File: src/count_pkg.sv
package count_pkg;

    // light colour of one countdown phase
    typedef enum logic [1:0] {
        red    = 2'd0,
        green  = 2'd1,
        yellow = 2'd2
    } light_t;

    // digit shown on the matrix
    typedef logic [2:0] digit_t;

    // largest digit the glyph set can show
    localparam digit_t max_digit = 3'd5;

    // one step of the countdown
    typedef struct packed {
        digit_t digit;
        light_t light;
    } count_rec_t;

endpackage

File: src/matrix_pkg.sv
package matrix_pkg;

    // rows per frame, also width of a column word
    localparam int matrix_rows = 8;

    typedef logic [2:0] row_idx_t;

    // one registered word of matrix drive
    typedef struct packed {
        logic [matrix_rows-1:0] row;       // active low
        logic [matrix_rows-1:0] col_red;
        logic [matrix_rows-1:0] col_green;
    } matrix_drive_t;

endpackage

File: src/countdown_display.sv
module countdown_display #(
    parameter int red_len          = 5,
    parameter int green_len        = 5,
    parameter int yellow_len       = 3,
    parameter int fifo_depth       = 4,
    parameter int frames_per_digit = 4
) (
    input  logic                      clk,
    input  logic                      rst,
    input  logic                      tick,
    output matrix_pkg::matrix_drive_t drive
);
    import count_pkg::*;

    logic       seq_valid;
    logic       seq_ready;
    count_rec_t seq_rec;
    logic       disp_valid;
    logic       disp_ready;
    count_rec_t disp_rec;

    countdown_seq #(
        .red_len    (red_len),
        .green_len  (green_len),
        .yellow_len (yellow_len)
    ) u_countdown_seq (
        .clk       (clk),
        .rst       (rst),
        .tick      (tick),
        .seq_ready (seq_ready),
        .seq_valid (seq_valid),
        .seq_rec   (seq_rec)
    );

    digit_fifo #(
        .fifo_depth (fifo_depth)
    ) u_digit_fifo (
        .clk       (clk),
        .rst       (rst),
        .in_valid  (seq_valid),
        .in_ready  (seq_ready),
        .in_rec    (seq_rec),
        .out_valid (disp_valid),
        .out_ready (disp_ready),
        .out_rec   (disp_rec)
    );

    matrix_scan #(
        .frames_per_digit (frames_per_digit)
    ) u_matrix_scan (
        .clk      (clk),
        .rst      (rst),
        .in_valid (disp_valid),
        .in_ready (disp_ready),
        .in_rec   (disp_rec),
        .drive    (drive)
    );

endmodule

File: src/countdown_seq.sv
module countdown_seq #(
    parameter int red_len    = 5,
    parameter int green_len  = 5,
    parameter int yellow_len = 3
) (
    input  logic                  clk,
    input  logic                  rst,
    input  logic                  tick,
    input  logic                  seq_ready,
    output logic                  seq_valid,
    output count_pkg::count_rec_t seq_rec
);
    import count_pkg::*;

    light_t phase;
    digit_t remain;
    logic   take_tick;
    logic   xfer;

    function automatic digit_t phase_len(light_t l);
        case (l)
            red:     return digit_t'(red_len);
            green:   return digit_t'(green_len);
            default: return digit_t'(yellow_len);
        endcase
    endfunction

    function automatic light_t next_phase(light_t l);
        case (l)
            red:     return green;
            green:   return yellow;
            default: return red;
        endcase
    endfunction

    assign take_tick = tick && !seq_valid;   // ticks while busy are dropped
    assign xfer      = seq_valid && seq_ready;

    always_ff @(posedge clk or posedge rst)
    begin
        if (rst)
            seq_valid <= 1'b0;
        else if (take_tick)
            seq_valid <= 1'b1;
        else if (xfer)
            seq_valid <= 1'b0;
    end

    // step only once the record has left
    always_ff @(posedge clk or posedge rst)
    begin
        if (rst)
        begin
            phase  <= red;
            remain <= digit_t'(red_len);
        end
        else if (xfer)
        begin
            if (remain == '0)
            begin
                phase  <= next_phase(phase);
                remain <= phase_len(next_phase(phase));
            end
            else
                remain <= remain - 1'b1;
        end
    end

    always_ff @(posedge clk)
    begin
        if (take_tick)
            seq_rec <= '{digit: remain, light: phase};
    end

    digit_in_phase: assert property (@(posedge clk) disable iff (rst)
        seq_valid |-> seq_rec.digit <= phase_len(seq_rec.light));

endmodule

File: src/digit_fifo.sv
module digit_fifo #(
    parameter int fifo_depth = 4
) (
    input  logic                  clk,
    input  logic                  rst,
    input  logic                  in_valid,
    output logic                  in_ready,
    input  count_pkg::count_rec_t in_rec,
    output logic                  out_valid,
    input  logic                  out_ready,
    output count_pkg::count_rec_t out_rec
);
    import count_pkg::*;

    localparam int ptr_w = (fifo_depth > 1) ? $clog2(fifo_depth) : 1;
    localparam int cnt_w = $clog2(fifo_depth + 1);
    localparam logic [ptr_w-1:0] last_slot = ptr_w'(fifo_depth - 1);

    count_rec_t       mem [fifo_depth];
    logic [ptr_w-1:0] wr_ptr;
    logic [ptr_w-1:0] rd_ptr;
    logic [cnt_w-1:0] count;
    logic             wr_en;
    logic             rd_en;

    assign in_ready  = (count != cnt_w'(fifo_depth));
    assign out_valid = (count != '0);
    assign wr_en     = in_valid && in_ready;
    assign rd_en     = out_valid && out_ready;
    assign out_rec   = mem[rd_ptr];

    always_ff @(posedge clk)
    begin
        if (wr_en)
            mem[wr_ptr] <= in_rec;
    end

    always_ff @(posedge clk or posedge rst)
    begin
        if (rst)
        begin
            wr_ptr <= '0;
            rd_ptr <= '0;
            count  <= '0;
        end
        else
        begin
            if (wr_en)
                wr_ptr <= (wr_ptr == last_slot) ? '0 : wr_ptr + 1'b1;
            if (rd_en)
                rd_ptr <= (rd_ptr == last_slot) ? '0 : rd_ptr + 1'b1;
            case ({wr_en, rd_en})
                2'b10:   count <= count + 1'b1;
                2'b01:   count <= count - 1'b1;
                default: count <= count;   // both or neither
            endcase
        end
    end

    // full fifo must hold the writer off without losing its record
    full_holds_writer: assert property (@(posedge clk) disable iff (rst)
        in_valid && !in_ready |=> in_valid && $stable(in_rec));

    count_in_range: assert property (@(posedge clk) disable iff (rst)
        count <= cnt_w'(fifo_depth));

endmodule

File: src/glyph_rom.sv
module glyph_rom (
    input  logic                                clk,
    input  logic                                rst,
    input  count_pkg::digit_t                   digit,
    input  count_pkg::light_t                   light,
    input  matrix_pkg::row_idx_t                row_idx,
    output logic [matrix_pkg::matrix_rows-1:0]  col_red,
    output logic [matrix_pkg::matrix_rows-1:0]  col_green
);
    import count_pkg::*;
    import matrix_pkg::*;

    // row 0 on top, bit 7 leftmost
    localparam logic [matrix_rows-1:0] glyph_tab [0:max_digit][0:matrix_rows-1] = '{
        '{  // 0
            8'b0011_1100,
            8'b0110_0110,
            8'b0110_1110,
            8'b0111_0110,
            8'b0110_0110,
            8'b0110_0110,
            8'b0011_1100,
            8'b0000_0000
        },
        '{  // 1
            8'b0001_1000,
            8'b0011_1000,
            8'b0001_1000,
            8'b0001_1000,
            8'b0001_1000,
            8'b0001_1000,
            8'b0111_1110,
            8'b0000_0000
        },
        '{  // 2
            8'b0011_1100,
            8'b0110_0110,
            8'b0000_0110,
            8'b0000_1100,
            8'b0011_0000,
            8'b0110_0000,
            8'b0111_1110,
            8'b0000_0000
        },
        '{  // 3
            8'b0011_1100,
            8'b0110_0110,
            8'b0000_0110,
            8'b0001_1100,
            8'b0000_0110,
            8'b0110_0110,
            8'b0011_1100,
            8'b0000_0000
        },
        '{  // 4
            8'b0000_1100,
            8'b0001_1100,
            8'b0010_1100,
            8'b0100_1100,
            8'b0111_1110,
            8'b0000_1100,
            8'b0000_1100,
            8'b0000_0000
        },
        '{  // 5
            8'b0111_1110,
            8'b0110_0000,
            8'b0111_1100,
            8'b0000_0110,
            8'b0000_0110,
            8'b0110_0110,
            8'b0011_1100,
            8'b0000_0000
        }
    };

    logic [matrix_rows-1:0] word;

    assign word = (digit <= max_digit) ? glyph_tab[digit][row_idx] : '0;

    // yellow lights both colours
    always_ff @(posedge clk or posedge rst)
    begin
        if (rst)
        begin
            col_red   <= '0;
            col_green <= '0;
        end
        else
        begin
            case (light)
                red:
                begin
                    col_red   <= word;
                    col_green <= '0;
                end
                green:
                begin
                    col_red   <= '0;
                    col_green <= word;
                end
                yellow:
                begin
                    col_red   <= word;
                    col_green <= word;
                end
                default:
                begin
                    col_red   <= '0;
                    col_green <= '0;
                end
            endcase
        end
    end

endmodule

File: src/matrix_scan.sv
module matrix_scan #(
    parameter int frames_per_digit = 4
) (
    input  logic                      clk,
    input  logic                      rst,
    input  logic                      in_valid,
    output logic                      in_ready,
    input  count_pkg::count_rec_t     in_rec,
    output matrix_pkg::matrix_drive_t drive
);
    import count_pkg::*;
    import matrix_pkg::*;

    localparam int frm_w = (frames_per_digit > 1) ? $clog2(frames_per_digit) : 1;
    localparam logic [frm_w-1:0] last_frame = frm_w'(frames_per_digit - 1);
    localparam row_idx_t last_row = row_idx_t'(matrix_rows - 1);

    row_idx_t               row_cnt;
    logic [frm_w-1:0]       frame_cnt;   // frames already finished
    count_rec_t             cur_rec;
    logic                   loaded;
    logic                   shown;       // loaded, lined up with rom output
    logic [matrix_rows-1:0] row_q;
    logic [matrix_rows-1:0] rom_red;
    logic [matrix_rows-1:0] rom_green;
    logic                   take;

    // swap records only at a frame boundary
    assign in_ready = (row_cnt == last_row) && (!loaded || frame_cnt == last_frame);
    assign take     = in_valid && in_ready;

    always_ff @(posedge clk or posedge rst)
    begin
        if (rst)
            row_cnt <= '0;
        else
            row_cnt <= (row_cnt == last_row) ? '0 : row_cnt + 1'b1;
    end

    always_ff @(posedge clk or posedge rst)
    begin
        if (rst)
        begin
            loaded    <= 1'b0;
            frame_cnt <= '0;
        end
        else if (take)
        begin
            loaded    <= 1'b1;
            frame_cnt <= '0;
        end
        else if (loaded && row_cnt == last_row && frame_cnt != last_frame)
            frame_cnt <= frame_cnt + 1'b1;   // saturates, keeps showing if starved
    end

    always_ff @(posedge clk)
    begin
        if (take)
            cur_rec <= in_rec;
    end

    always_ff @(posedge clk or posedge rst)
    begin
        if (rst)
        begin
            row_q <= '1;
            shown <= 1'b0;
        end
        else
        begin
            shown <= loaded;
            row_q <= loaded ? ~(matrix_rows'(1) << row_cnt) : '1;
        end
    end

    glyph_rom u_glyph_rom (
        .clk       (clk),
        .rst       (rst),
        .digit     (cur_rec.digit),
        .light     (cur_rec.light),
        .row_idx   (row_cnt),
        .col_red   (rom_red),
        .col_green (rom_green)
    );

    assign drive.row       = row_q;
    assign drive.col_red   = shown ? rom_red : '0;
    assign drive.col_green = shown ? rom_green : '0;

    row_one_cold: assert property (@(posedge clk) disable iff (rst)
        $onehot(~drive.row) || drive.row == '1);

endmodule

File: config.mk
export PLATFORM = sky130hd
export DESIGN_NAME = countdown_display
export DESIGN_NICKNAME = d
export VERILOG_FILES = /design/src/count_pkg.sv /design/src/matrix_pkg.sv /design/src/countdown_display.sv /design/src/countdown_seq.sv /design/src/digit_fifo.sv /design/src/glyph_rom.sv /design/src/matrix_scan.sv
export SDC_FILE = /design/constraint.sdc
export NUM_CORES = 1
export LEC_CHECK = 0
export BUFFER_PORTS_ARGS = -buffer_cell sky130_fd_sc_hd__clkbuf_2
export CORE_MARGIN = 5
export CORE_UTILIZATION = 35
export DETAILED_ROUTE_END_ITERATION = 8
export PLACE_DENSITY = 0.58
export SYNTH_ARGS = -nofsm -noshare
export SYNTH_HDL_FRONTEND = slang
export SYNTH_SLANG_ARGS = --single-unit
File: constraint.sdc
create_clock -name clk -period 2.8 [get_ports clk]
set_input_delay 0 -clock clk [delete_from_list [all_inputs] [get_ports clk]]
set_output_delay 0 -clock clk [all_outputs]
set_load 0.01 [all_outputs]
# Yosys cells after proc, flatten, opt, wreduce, memory -nomap -nowiden
# Memories as Yosys holds them, arrays and structs flattened. A register that Yosys moved wholly into a read port is not among the register bits.
# Index checks and enable logic that the tools add are counted.
[op_classes]
n_addsub = 7
order_cmp = 3
eq_ne = 12
shifts = 1
muxes = 26
bitwise_logic = 3
n_reduce_logical = 21
[ops]
columns = ["operator", "count"]
rows = [
  ["two-way mux 64 bit", 2],
  ["two-way mux 8 bit", 8],
  ["binary-select mux 8 bit (select 3 bit)", 1],
  ["two-way mux 2 bit", 6],
  ["== test 2 bit, second input constant", 5],
  ["two-way mux 3 bit", 3],
  ["== test 2 x 1 -> 1 bit, second input constant", 4],
  ["greater-or-equal comparator 4 bit, second input constant", 2],
  ["inverter 3 -> 4 bit", 2],
  ["inverter 8 bit", 1],
  ["<< shifter 1 x 3 -> 8 bit, first input constant", 1],
  ["adder 2 x 1 -> 2 bit, second input constant", 3],
  ["adder 3 x 1 -> 3 bit, second input constant", 2],
  ["logical AND 1 bit", 6],
  ["logical NOT 2 bit", 3],
  ["case mux 3 bit (2 select lines)", 1],
  ["nonzero test 2 bit", 3],
  ["OR reduction 2 bit", 3],
  ["subtractor 3 x 1 -> 3 bit, second input constant", 2],
  ["two-way mux 1 bit", 4],
  ["case mux 2 bit (2 select lines)", 1],
  ["== test 3 bit, second input constant", 1],
  ["<= comparator 3 bit, second input constant", 1],
  ["logical NOT 3 bit", 1],
  ["other kinds (6)", 7],
]
[totals]
reg_bits = 49
ram_bits = 20
rom_bits = 512
output_inout_bits = 24
memories = 2
[memory_table]
columns = ["memory", "words", "width", "rd", "rd_clocked_by_memory_dff", "write_ports", "line", "text"]
rows = [
  ["(no name shown)", 8, 64, 1, 0, 0, "glyph_rom.sv:79", "assign word = (digit <= max_digit) ? glyph_tab[digit][row_idx] : '0;"],
  ["u_digit_fifo.mem", 4, 5, 1, 1, 1, "digit_fifo.sv:19", "count_rec_t mem [fifo_depth];"],
]

# Longest topological paths before layout
# Gate-level depths: netlist of run 1.
[logic_depth]
depth_word = 9
ltp_mapped = 9

# Cells and area by module
# From an unflattened synthesis of run 1, not the netlist that was laid out.
[hier_totals]
cells_unflattened = 282
area_unflattened_um2 = 3524.6
[by_module_without_submodules]
columns = ["module", "n_inst", "cells_each", "area_each_um2", "seq_area_each_um2"]
rows = [
  ["digit_fifo", 1, 67, 1179.9, 775.7],
  ["glyph_rom", 1, 109, 983.4, 300.3],
  ["matrix_scan", 1, 69, 859.6, 535.5],
  ["countdown_seq", 1, 37, 501.7, 302.8],
]

# Worst setup path before layout of run 1
# Ideal clock, no wire load.
[synth_path]
path_kind = "flip-flop to flip-flop"
startpoint = "register u_matrix_scan.row_cnt[0]"
endpoint = "register u_digit_fifo.count[1]"
setup_time_ns = 0.125
arrival_ns = 2.178
required_time_ns = 2.675
slack_ns = 0.498
stages_incl_launch_ff = 8
path_buffers = 0
path_cell_list = "dfrtp_1 > ha_1 > ha_1 > o31ai_2 > a21oi_2 > ha_1 > fa_1 > mux2_2"
[synth_via]
elab_chain_cells = 5
word_cells_on_any_way = 7
[synth_rtl]
columns = ["element", "line", "text"]
rows = [
  ["from (decl)", "matrix_scan.sv:18", "row_idx_t row_cnt;"],
  ["from (signal assigned)", "matrix_scan.sv:37", "row_cnt <= (row_cnt == last_row) ? '0 : row_cnt + 1'b1;"],
  ["== test 3 bit (*)", "matrix_scan.sv:29", "assign in_ready = (row_cnt == last_row) && (!loaded || frame_cnt == last_frame);"],
  ["logical AND 1 bit (*)", "matrix_scan.sv:29", ""],
  ["logical AND 1 bit (*)", "digit_fifo.sv:29", "assign rd_en = out_valid && out_ready;"],
  ["named net u_digit_fifo.rd_en", "digit_fifo.sv:24", "logic rd_en;"],
  ["== test 2 x 1 -> 1 bit or == test 2 bit (tied branches)", "digit_fifo.sv:52", "case ({wr_en, rd_en})"],
  ["case mux 3 bit (2 select lines) or nonzero test 2 bit (tied branches)", "--", ""],
  ["to (signal assigned)", "digit_fifo.sv:53", "2'b10: count <= count + 1'b1;"],
  ["to (signal assigned)", "digit_fifo.sv:54", "2'b01: count <= count - 1'b1;"],
  ["to (signal assigned)", "digit_fifo.sv:55", "default: count <= count;"],
  ["to (decl)", "digit_fifo.sv:22", "logic [cnt_w-1:0] count;"],
]
# Mark *: on every way through the listed nets, which the timed path passes. The rest lies on a longest branch.
# A chain may end at the register's enable or synchronous reset.

# Final worst setup path of run 1
[layout_path]
startpoint = "register u_digit_fifo.count[0]"
endpoint = "register u_digit_fifo.count[2]"
[layout_via]
elab_chain_cells = 4
word_cells_on_any_way = 10
[layout_rtl]
columns = ["element", "line"]
rows = [
  ["inequality test 3 bit or nonzero test 3 bit (tied branches)", "digit_fifo.sv:26, digit_fifo.sv:27"],
  ["logical AND 1 bit (on tied branches)", "digit_fifo.sv:28, digit_fifo.sv:29"],
  ["== test 2 x 1 -> 1 bit or == test 2 bit (tied branches)", "digit_fifo.sv:52"],
  ["case mux 3 bit (2 select lines) or nonzero test 2 bit (tied branches)", "--"],
]
# Parallel ways exist; a longest one is shown, timed or not.

==> results of run 1 <==
-- worst reg2reg max path: stages (launching register included) --
cell and delay (ns):
dfrtp_1 0.44, o31a_1 0.44, inv_1 0.17, ha_1 0.28
fa_1 0.44, xnor2_1 0.16, nor2_1 0.06, xnor2_1 0.12
-- report_power, final --
group,internal [W],switching [W]
Clock,0.000594,0.000391
Combinational,0.000308,0.000313
Sequential,0.00138,0.000165
Total,0.00228,0.000868
-- logic make-up (layout without fill, tap and decap cells) --
| group | after synthesis | in the layout | synth area share [%] |
|---|---|---|---|
| DFF | 70 | 70 | 57.8 |
| xor gates and xnor gates | 6 | 6 | 1.59 |
| adders and majority gates | 22 | 22 | 8.53 |
| other | 1 | 4 | 0.113 |
| and+or+nand+nor | 78 | 78 | 12.2 |
| AOI/OAI and AO/OA | 44 | 44 | 8.91 |
| muxes | 12 | 12 | 5.70 |
| buffers and inverters | 36 | 66 | 5.17 |
-- flip-flops by register name, summed over array words and instances, names as in the netlist --
signal / cells
u_digit_fifo.wr_ptr: 2
u_matrix_scan.row_cnt: 3
u_countdown_seq.seq_rec: 5
u_matrix_scan.u_glyph_rom.col_green: 6
u_countdown_seq.phase: 2
u_matrix_scan.shown: 1
u_matrix_scan.u_glyph_rom.col_red: 6
u_digit_fifo.mem: 20
u_matrix_scan.loaded: 1
u_countdown_seq.remain: 3
u_digit_fifo.count: 3
u_matrix_scan.frame_cnt: 2
u_digit_fifo.rd_ptr: 2
u_countdown_seq.seq_valid: 1
u_matrix_scan.row_q: 8
u_matrix_scan.cur_rec: 5
-- metrics by stage --
stage	area [um2]	hold slack [ns]
detailed placement	3540	0.136
floorplan	3330	0.125
global route	3810	0.367
finish	3810	0.307
CTS	3810	0.310
global placement	3540	0.127
-- worst min-delay path by stage --
stage | start | to | slack [ns] | cells past startpoint
2_1_floorplan | tick | u_countdown_seq.seq_valid$_DFFE_PP0P_ | 0.12 | 2
3_3_place_gp | rst | u_matrix_scan.frame_cnt[1]$_DFFE_PP0P_ | 0.13 | 3
3_5_place_dp | rst | u_matrix_scan.frame_cnt[1]$_DFFE_PP0P_ | 0.14 | 3
4_1_cts | rst | u_countdown_seq.phase[0]$_DFFE_PP0P_ | 0.31 | 4
5_1_grt | rst | u_digit_fifo.count[2]$_DFFE_PP0P_ | 0.37 | 4
6_report | rst | u_digit_fifo.count[2]$_DFFE_PP0P_ | 0.31 | 4
-- synthesized netlist by cell type (all sizes together), types with 2 or more instances --
cell / instances / share of area, %
dfrtp: 30 / 23
edfxtp: 30 / 27
ha: 21 / 7.9
inv: 21 / 2.4
and2: 16 / 3.0
nor2: 16 / 1.8
nand2: 15 / 1.7
a21oi: 13 / 2.1
buf: 10 / 2.2
dfstp: 10 / 7.9
o21ai: 9 / 1.4
nand3: 8 / 1.2
nor2b: 8 / 1.5
clkbuf: 5 / 0.57
mux2: 5 / 1.7
mux4: 5 / 3.4
nand2b: 4 / 0.75
xnor2: 4 / 1.1
nor3: 3 / 0.45
o211ai: 3 / 0.68
a311oi: 2 / 0.53
and2b: 2 / 0.49
mux2i: 2 / 0.60
nand3b: 2 / 0.45
o22ai: 2 / 0.38
or2: 2 / 0.38
xor2: 2 / 0.53
-- cell type report --
class / count / area (um2)
Fill cell: 870 / 5430
Sequential cell: 70 / 1910
Multi-Input combinational cell: 166 / 1240
Timing Repair Buffer: 29 / 168
Tap cell: 129 / 161
Clock buffer: 9 / 124
Clock inverter: 7 / 121
Inverter: 21 / 78.8
-- metal layers --
metal | global-route usage (%) | routed length [um]
met1 | 13.7 | 2530
met2 | 17.2 | 2620
met3 | 3.24 | 214
met4 | 4.38 | 97
met5 | 0 | 0
==> out/qor.yml, run 1 <==
setup_path:
  endpoint: "u_digit_fifo.count[2]$_DFFE_PP0P_"
  crit_arrival_ns: 2.45
  path_max_fanout: 14
  r2r_slack_ns: 0.58
  cp-startpoint: "u_digit_fifo.count[0]$_DFFE_PP0P_"
  slowest_stage: "dfrtp_1"
  path_depth: 7
  reg2regPathDepth: 7
  r2r-end: "u_digit_fifo.count[2]$_DFFE_PP0P_"
  path_class: "reg -> reg"
  required_ns: 3.03
  slowest_delay_ns: 0.44
  r2r_start: "u_digit_fifo.count[0]$_DFFE_PP0P_"
  crit_chain: "o31a_1 > inv_1 > ha_1 > fa_1 > xnor2_1 > nor2_1 > xnor2_1"
  cp_num_buf_inv: 1
  worstSetupEndpointType: "register"
  path_common_cell: "xnor2_1"
  cp_top_family: "adder cells"
  start_kind: "register"
sta:
  final_hold_viol_count: 0
  fin_worst_skew_ns: 0.00494
  fin_crit_sh_pct: 79.2
  period_needed_ns: 2.22
  final-setup-viol-count: 0
  relSlewSlack_pct: 54.6
  layout_setup_ws_ns: 0.581
  max_freq_ghz: 0.451
  slew_violations: 0
  tightestPinTransition_ns: 0.674
  finalSetupTns_ns: 0
  rsz0062_at_grt: "no"
die:
  die_area_mm2: 0.0115
  initial_core_util_pct: 35.9
  rows: 35
  die_h_um: 107
  core_mm2: 0.00924
  ios: 27
  die_w_um: 107
routing:
  wl_per_cell_um: 12.7
  drt_iter0_markers: 88
  dr_total_vias: 1941
  routed_wirelength_mm: 5.46
  dr.pass1.iters: 4
  detail-route-antenna-nets: 0
  routed_via_density: 4.50
  drc_errors: 0
clock_tree:
  htreeDepth: 3
  cts_tree: "built"
  cts_made_buffers: 9
  cts-resized-gates: 0
  clk_pin_slew_worst_paths_ns: 0.08
  postCtsHoldBufs: 2
  postCtsSetupRepairBufs: 0
  clk_latency_ns: 0.34
  clkSinkCount: 70
  ctsLongestPathBuffers: 2
  cts_root_buf: "clkbuf_8"
hold_path:
  hp-class: "in -> async"
logic_synthesis:
  yosys_warnings: 0
  ys_seq_elements: 70
  ys.flop_type: "edfxtp_1"
  async_reset_ff_share_pct: 57.1
  synth_cell_types: 50
  synth_cells: 269
  syn-cell-area_mm2: 0.00331
  synth-edff-count: 30
  ys_seq_area_share_pct: 57.8
  syn_avg_cell_area_um2: 12.3
pwr:
  finalPower_w: 0.00315
  power.static_leakage_nw: 1.61
  power.density_mw_per_mm2: 828
  ir_drop_v: 0.000452
global_route:
  grt_max_degree: 41
  antenna_found_initial: 0
  overflow: 0
  grt_pass1_vias: 2025
  grt.total_usage_pct: 10.8
  grt_first_pass_wirelength_mm: 9.71
finish:
  instances_no_fill: 431
  finalNetCount: 322
  antenna_cells: 0
  utilization_pct: 41.2
  drive_gt1_share_pct: 22.5
  area_growth_pct: 14.9
  final_cell_mix: "dfrtp_1 (30), edfxtp_1 (30), clkbuf_2 (22)"
run_status:
  status: "finished clean"
placed_design:
  placed_cells: 413
  post-dp-hpwl_mm: 3.79
  place_ws_ns: 0.601
  gp_congestion: 0.766
  portBuffers: 22
job:
  cap_violations: 0
Power figures use the tool's default switching activity.
==> inputs of run 2 (changes only) <==
--- a/config.mk
+++ b/config.mk
@@ -9,7 +9,7 @@
 export CORE_MARGIN = 5
 export CORE_UTILIZATION = 35
 export DETAILED_ROUTE_END_ITERATION = 8
-export PLACE_DENSITY = 0.58
+export PLACE_DENSITY = 0.6
 export SYNTH_ARGS = -nofsm -noshare
 export SYNTH_HDL_FRONTEND = slang
 export SYNTH_SLANG_ARGS = --single-unit
==> constraint.sdc (replaced) <==
create_clock -name clk -period 1.97 [get_ports clk]
set_input_delay 0 -clock clk [delete_from_list [all_inputs] [get_ports clk]]
set_output_delay 0 -clock clk [all_outputs]
set_load 0.01 [all_outputs]
==> run 2 against run 1 <==
  * Non-clock buffer count grew 7
  * First-iteration DRC count decreased by 34%
  * Sequential share of layout area decreased by 0.57 points
  * Die area did not move
  * Flip-flop and latch count is the same
  * Maximum frequency up 17%
  * Cell count rose by 1.6%
  * Combinational power grew 48%
  * Critical path type unchanged
  * Critical endpoint unchanged
  * Highest routed layer unchanged
==> out/qor.yml, run 2 (synthesis results as in run 1) <==
setup_path:
  required_ns: 2.25
  path_max_fanout: 3
  crit_arrival_ns: 2.18
  path_class: "reg -> reg"
  worstSetupEndpointType: "register"
  start_kind: "register"
routing:
  drc_errors: 0
  wl_met2_mm: 2.77
  detail-route-antenna-nets: 0
  routed_via_density: 4.58
  wl_per_cell_um: 12.4
  drt_iter0_markers: 58
  routed_wirelength_mm: 5.45
  wl_met3_um: 282
  dr.pass1.iters: 4
  dr_total_vias: 2005
  top_layer_used: "met4"
  met1Wirelength_mm: 2.32
sta:
  max_freq_ghz: 0.527
  finalSetupTns_ns: 0
  tightestPinTransition_ns: 0.679
  fin_crit_sh_pct: 96.3
  final_hold_viol_count: 0
  final-setup-viol-count: 0
  period_needed_ns: 1.90
  slew_violations: 0
  relSlewSlack_pct: 54.3
  fin_worst_skew_ns: 0.00845
  fin_worst_hold_slack_ns: 0.294
placed_design:
  portBuffers: 22
  post-dp-hpwl_mm: 3.82
  gp_congestion: 0.780
finish:
  antenna_cells: 0
  finalNetCount: 329
  final_cell_mix: "edfxtp_1 (30), dfrtp_1 (29), clkbuf_2 (22)"
  area_growth_pct: 16.3
  largest_registers: "u_digit_fifo.mem (20), u_matrix_scan.row_q (8)"
  drive_gt1_share_pct: 25.9
  final_common_cell: "edfxtp_1"
  regMostFlops: "u_digit_fifo.mem"
  largest_reg_flops: 20
die:
  rows: 35
  die_area_mm2: 0.0115
  ios: 27
  die_w_um: 107
  initial_core_util_pct: 35.9
  core_mm2: 0.00924
  die_h_um: 107
global_route:
  grt.total_usage_pct: 10.4
  grt_first_pass_wirelength_mm: 9.43
  grt_pass1_vias: 2019
  grt_max_degree: 41
  antenna_found_initial: 0
  overflow: 0
pwr:
  power.static_leakage_nw: 1.61
  finalPower_w: 0.00419
  ir_drop_v: 0.000559
  power.density_mw_per_mm2: 1090
job:
  cap_violations: 0
clock_tree:
  cts_made_buffers: 9
  clk_pin_slew_worst_paths_ns: 0.08
  clkSinkCount: 70
  htreeDepth: 3
  cts_root_buf: "clkbuf_8"
  clk_latency_ns: 0.35
  ctsLongestPathBuffers: 2
  cts_tree: "built"
run_status:
  status: "finished clean"
hold_path:
  hp-class: "in -> async"
-- run 2: changes by cell type in the layout (fill, tap and decap cells not counted), sizes merged --
| cell | previous run | this run |
|---|---|---|
| buf | 5 | 12 |
| bufinv | 3 | 0 |
| clkinv | 0 | 2 |
| clkinvlp | 3 | 2 |
| inv | 22 | 24 |
-- run 2: where the power goes --
part | switching (W) | internal (W)
sequential | 0.000248 | 0.00196
combinational | 0.000444 | 0.000477
clock | 0.000589 | 0.000473
total | 0.00128 | 0.00291
-- run 2: worst paths after layout --
kind                                                        from                                      to  slack [ns]  cells after the start
min                                                          rst  u_matrix_scan.frame_cnt[0]$_DFFE_PP0P_        0.29                      4
max reg2reg                   u_matrix_scan.row_cnt[0]$_DFF_PP0_       u_digit_fifo.count[2]$_DFFE_PP0P_        0.07                      9
max in group asynchronous                                    rst      u_matrix_scan.row_cnt[0]$_DFF_PP0_        1.30                      4
min in group clk                                            tick   u_countdown_seq.seq_valid$_DFFE_PP0P_        0.43                      4
min reg2reg                u_countdown_seq.remain[1]$_DFFE_PP0P_    u_countdown_seq.seq_rec[3]$_DFFE_PP_        0.46                      0
max                           u_matrix_scan.row_cnt[0]$_DFF_PP0_       u_digit_fifo.count[2]$_DFFE_PP0P_        0.07                      9
-- run 2: what timing repair did --
item / CTS / global route
endpoints found under the setup margin: 0 / 2
resized for setup: 0 / 0
hold buffers: 2 / 0
setup buffers: 0 / 3
endpoints found under the hold margin: 31 / 0
-- run 2: cell type report --
cell class | count | area (um2)
fillers | 882 | 5390
clock inverters | 7 | 57.6
well taps | 129 | 161
repair buffers | 36 | 220
multi-input cells | 166 | 1300
clock buffers | 9 | 124
inverters | 21 | 78.8
flip-flops and latches | 70 | 1920
-- run 2: through the flow --
step                      setup slack, ns  std cells  instance area [um2]  utilization [%]
after global placement             0.0639        417                 3630             39.3
after CTS                         0.00780        435                 3830             41.5
after global routing             -0.00351        438                 3850             41.7
final                              0.0731        438                 3850             41.7
after floorplan                   -0.0682        272                 3380                -
after detailed placement           0.0275        417                 3630             39.3
-- run 2: critical path, stage by stage, from the launching register on --
cell	delay, ns
dfrtp_2	0.43
ha_4	0.18
ha_4	0.17
o31ai_4	0.08
a21oi_4	0.07
ha_4	0.17
fa_2	0.37
xnor2_1	0.13
nor2_1	0.12
xnor2_1	0.12
-- run 2: routing by layer --
metal / up-vias / global-route usage (%)
li1: 995 / -
met1: 963 / 12.6
met2: 40 / 16.8
met3: 7 / 4.08
met4: 0 / 3.93
met5: - / 0
==> inputs of run 3 (changes only) <==
--- a/config.mk
+++ b/config.mk
@@ -6,10 +6,11 @@
 export NUM_CORES = 1
 export LEC_CHECK = 0
 export BUFFER_PORTS_ARGS = -buffer_cell sky130_fd_sc_hd__clkbuf_2
+export CAP_MARGIN = 10
 export CORE_MARGIN = 5
-export CORE_UTILIZATION = 35
+export CORE_UTILIZATION = 45
 export DETAILED_ROUTE_END_ITERATION = 8
-export PLACE_DENSITY = 0.6
+export PLACE_DENSITY = 0.72
 export SYNTH_ARGS = -nofsm -noshare
 export SYNTH_HDL_FRONTEND = slang
 export SYNTH_SLANG_ARGS = --single-unit
==> run 3 against run 2 <==
  * Count of clock-buffer cells in the layout unchanged
  * Setup slack better by 0.013 ns
  * Cell count shrank 6.6%
  * Sequential share of layout area is 0.24 points lower
  * Via count increased by 0.55%
  * Sequential power hardly changed
  * Total power increased by 6.7%
  * Largest power group unchanged
  * Highest routed layer unchanged
==> out/qor.yml, run 3 (synthesis results as in run 1) <==
run_status:
  status: "finished clean"
sta:
  fin_worst_skew_ns: 0.00523
  max_freq_ghz: 0.531
  slew_violations: 0
  period_needed_ns: 1.88
  tightestPinTransition_ns: 0.662
  relSlewSlack_pct: 55.4
  rsz0062_at_grt: "no"
  final_hold_viol_count: 0
  final-setup-viol-count: 0
  fin_crit_sh_pct: 95.6
  layout_setup_ws_ns: 0.0865
setup_path:
  cp-startpoint: "u_matrix_scan.row_cnt[0]$_DFF_PP0_"
  path_max_fanout: 4
  crit_chain: "ha_4 > ha_4 > o31ai_4 > a21oi_4 > ha_4 > fa_2 > mux2_2"
  crit_arrival_ns: 2.12
  required_ns: 2.21
  cp_num_buf_inv: 0
  reg2regPathDepth: 7
  r2r_slack_ns: 0.09
  cp_top_family: "adder cells"
  path_common_cell: "ha_4"
  start_kind: "register"
  r2r-end: "u_digit_fifo.count[1]$_DFFE_PP0P_"
  slowest_stage: "fa_2"
  worstSetupEndpointType: "register"
  path_class: "reg -> reg"
  slowest_delay_ns: 0.41
  r2r_start: "u_matrix_scan.row_cnt[0]$_DFF_PP0_"
routing:
  routed_wirelength_mm: 5.52
  wl_per_cell_um: 13.5
  detail-route-antenna-nets: 0
  dr_total_vias: 2016
  drc_errors: 0
  dr.pass1.iters: 5
  routed_via_density: 4.93
  drt_iter0_markers: 66
pwr:
  power.static_leakage_nw: 1.65
  p_sw_w: 0.00130
  intPower_w: 0.00318
  seqPwrFrac_pct: 49.7
  switching_share_pct: 28.9
  ir_drop_v: 0.000691
  power.density_mw_per_mm2: 1160
  power_frac_clock_pct: 29.3
  pwr-share-comb_pct: 21.0
finish:
  area_growth_pct: 16.8
  finalNetCount: 330
  regMostFlops: "u_digit_fifo.mem"
  final_common_cell: "edfxtp_1"
  fillers: 622
  largest_reg_flops: 20
  multi_input_area_mm2: 0.00130
  final_cell_mix: "edfxtp_1 (30), dfrtp_1 (29), clkbuf_2 (22)"
  antenna_cells: 0
  fin_area_mm2: 0.00387
  largest_registers: "u_digit_fifo.mem (20), u_matrix_scan.row_q (8)"
  seqCellArea_mm2: 0.00192
  drive_gt1_share_pct: 26.1
global_route:
  overflow: 0
  grt_max_degree: 41
  grt.total_usage_pct: 13.5
  antenna_found_initial: 0
  grt_pass1_vias: 2062
  grt_first_pass_wirelength_mm: 9.33
clock_tree:
  htreeDepth: 3
  clkSinkCount: 70
  clk_latency_ns: 0.35
  ctsLongestPathBuffers: 2
  cts_made_buffers: 9
  cts_root_buf: "clkbuf_8"
  clk_pin_slew_worst_paths_ns: 0.08
  cts_tree: "built"
die:
  die_area_mm2: 0.00918
  rows: 31
  core_mm2: 0.00721
  initial_core_util_pct: 45.9
  die_w_um: 95.8
  die_h_um: 95.8
  ios: 27
placed_design:
  place_ws_ns: 0.0205
  post-dp-hpwl_mm: 3.83
  portBuffers: 22
  placed_area_mm2: 0.00359
  gp_congestion: 0.837
hold_path:
  hp-class: "in -> async"
job:
  cap_violations: 0
## run 3: repair_timing
item                                   CTS  global route
endpoints found under the hold margin   31             0
setup buffers                            0             4
gates resized for setup                  0             0
setup endpoints to repair                0             2
hold buffers                             2             0
## run 3: final cells by class
cell class / count / share of cell area, %
Sequential cell: 70 / 49.5
Multi-Input combinational cell: 166 / 33.5
Timing Repair Buffer: 37 / 5.88
Clock buffer: 9 / 3.20
Tap cell: 99 / 3.20
Clock inverter: 7 / 2.75
Inverter: 21 / 2.04
## run 3: per-layer routing
layer  track usage (%)  routed length [um]
met1              14.7                2290
met2              24.0                2900
met3              4.30                 265
met4              5.92                  60
met5                 0                   0
## run 3: metrics by stage
stage	hold slack, ns	power [W]	instances	TNS, ns	util (%)
6_report	0.313	0.00447	409	0	53.7
4_1_cts	0.314	0.00453	405	0	53.3
3_3_place_gp	0.116	0.00312	387	0	49.8
5_1_grt	0.351	0.00478	409	0	53.7
3_5_place_dp	0.134	0.00320	387	0	49.8
2_1_floorplan	0.125	0.00291	272	-0.0793	-
## run 3: power by group through the flow
stage | Combinational (W) | Clock (W) | Sequential, W
2_1_floorplan | 0.000763 | 0 | 0.00215
3_3_place_gp | 0.000903 | 0 | 0.00222
3_5_place_dp | 0.000948 | 0 | 0.00226
4_1_cts | 0.000964 | 0.00134 | 0.00223
5_1_grt | 0.00108 | 0.00142 | 0.00228
6_report | 0.000940 | 0.00131 | 0.00222
## run 3: worst max path at each step
stage	endpoint	slack, ns	depth (start not counted)
2_1_floorplan	u_digit_fifo.count[1]$_DFFE_PP0P_	-0.07	7
3_3_place_gp	u_digit_fifo.count[2]$_DFFE_PP0P_	0.07	9
3_5_place_dp	u_digit_fifo.count[2]$_DFFE_PP0P_	0.02	7
4_1_cts	u_digit_fifo.count[2]$_DFFE_PP0P_	0.005	7
5_1_grt	u_digit_fifo.count[1]$_DFFE_PP0P_	0.03	7
6_report	u_digit_fifo.count[1]$_DFFE_PP0P_	0.09	7
## run 3: worst reg2reg max path, cell delays in order (launching register included)
cell	delay [ns]
dfrtp_2	0.39
ha_4	0.15
ha_4	0.15
o31ai_4	0.09
a21oi_4	0.16
ha_4	0.16
fa_2	0.41
mux2_2	0.26
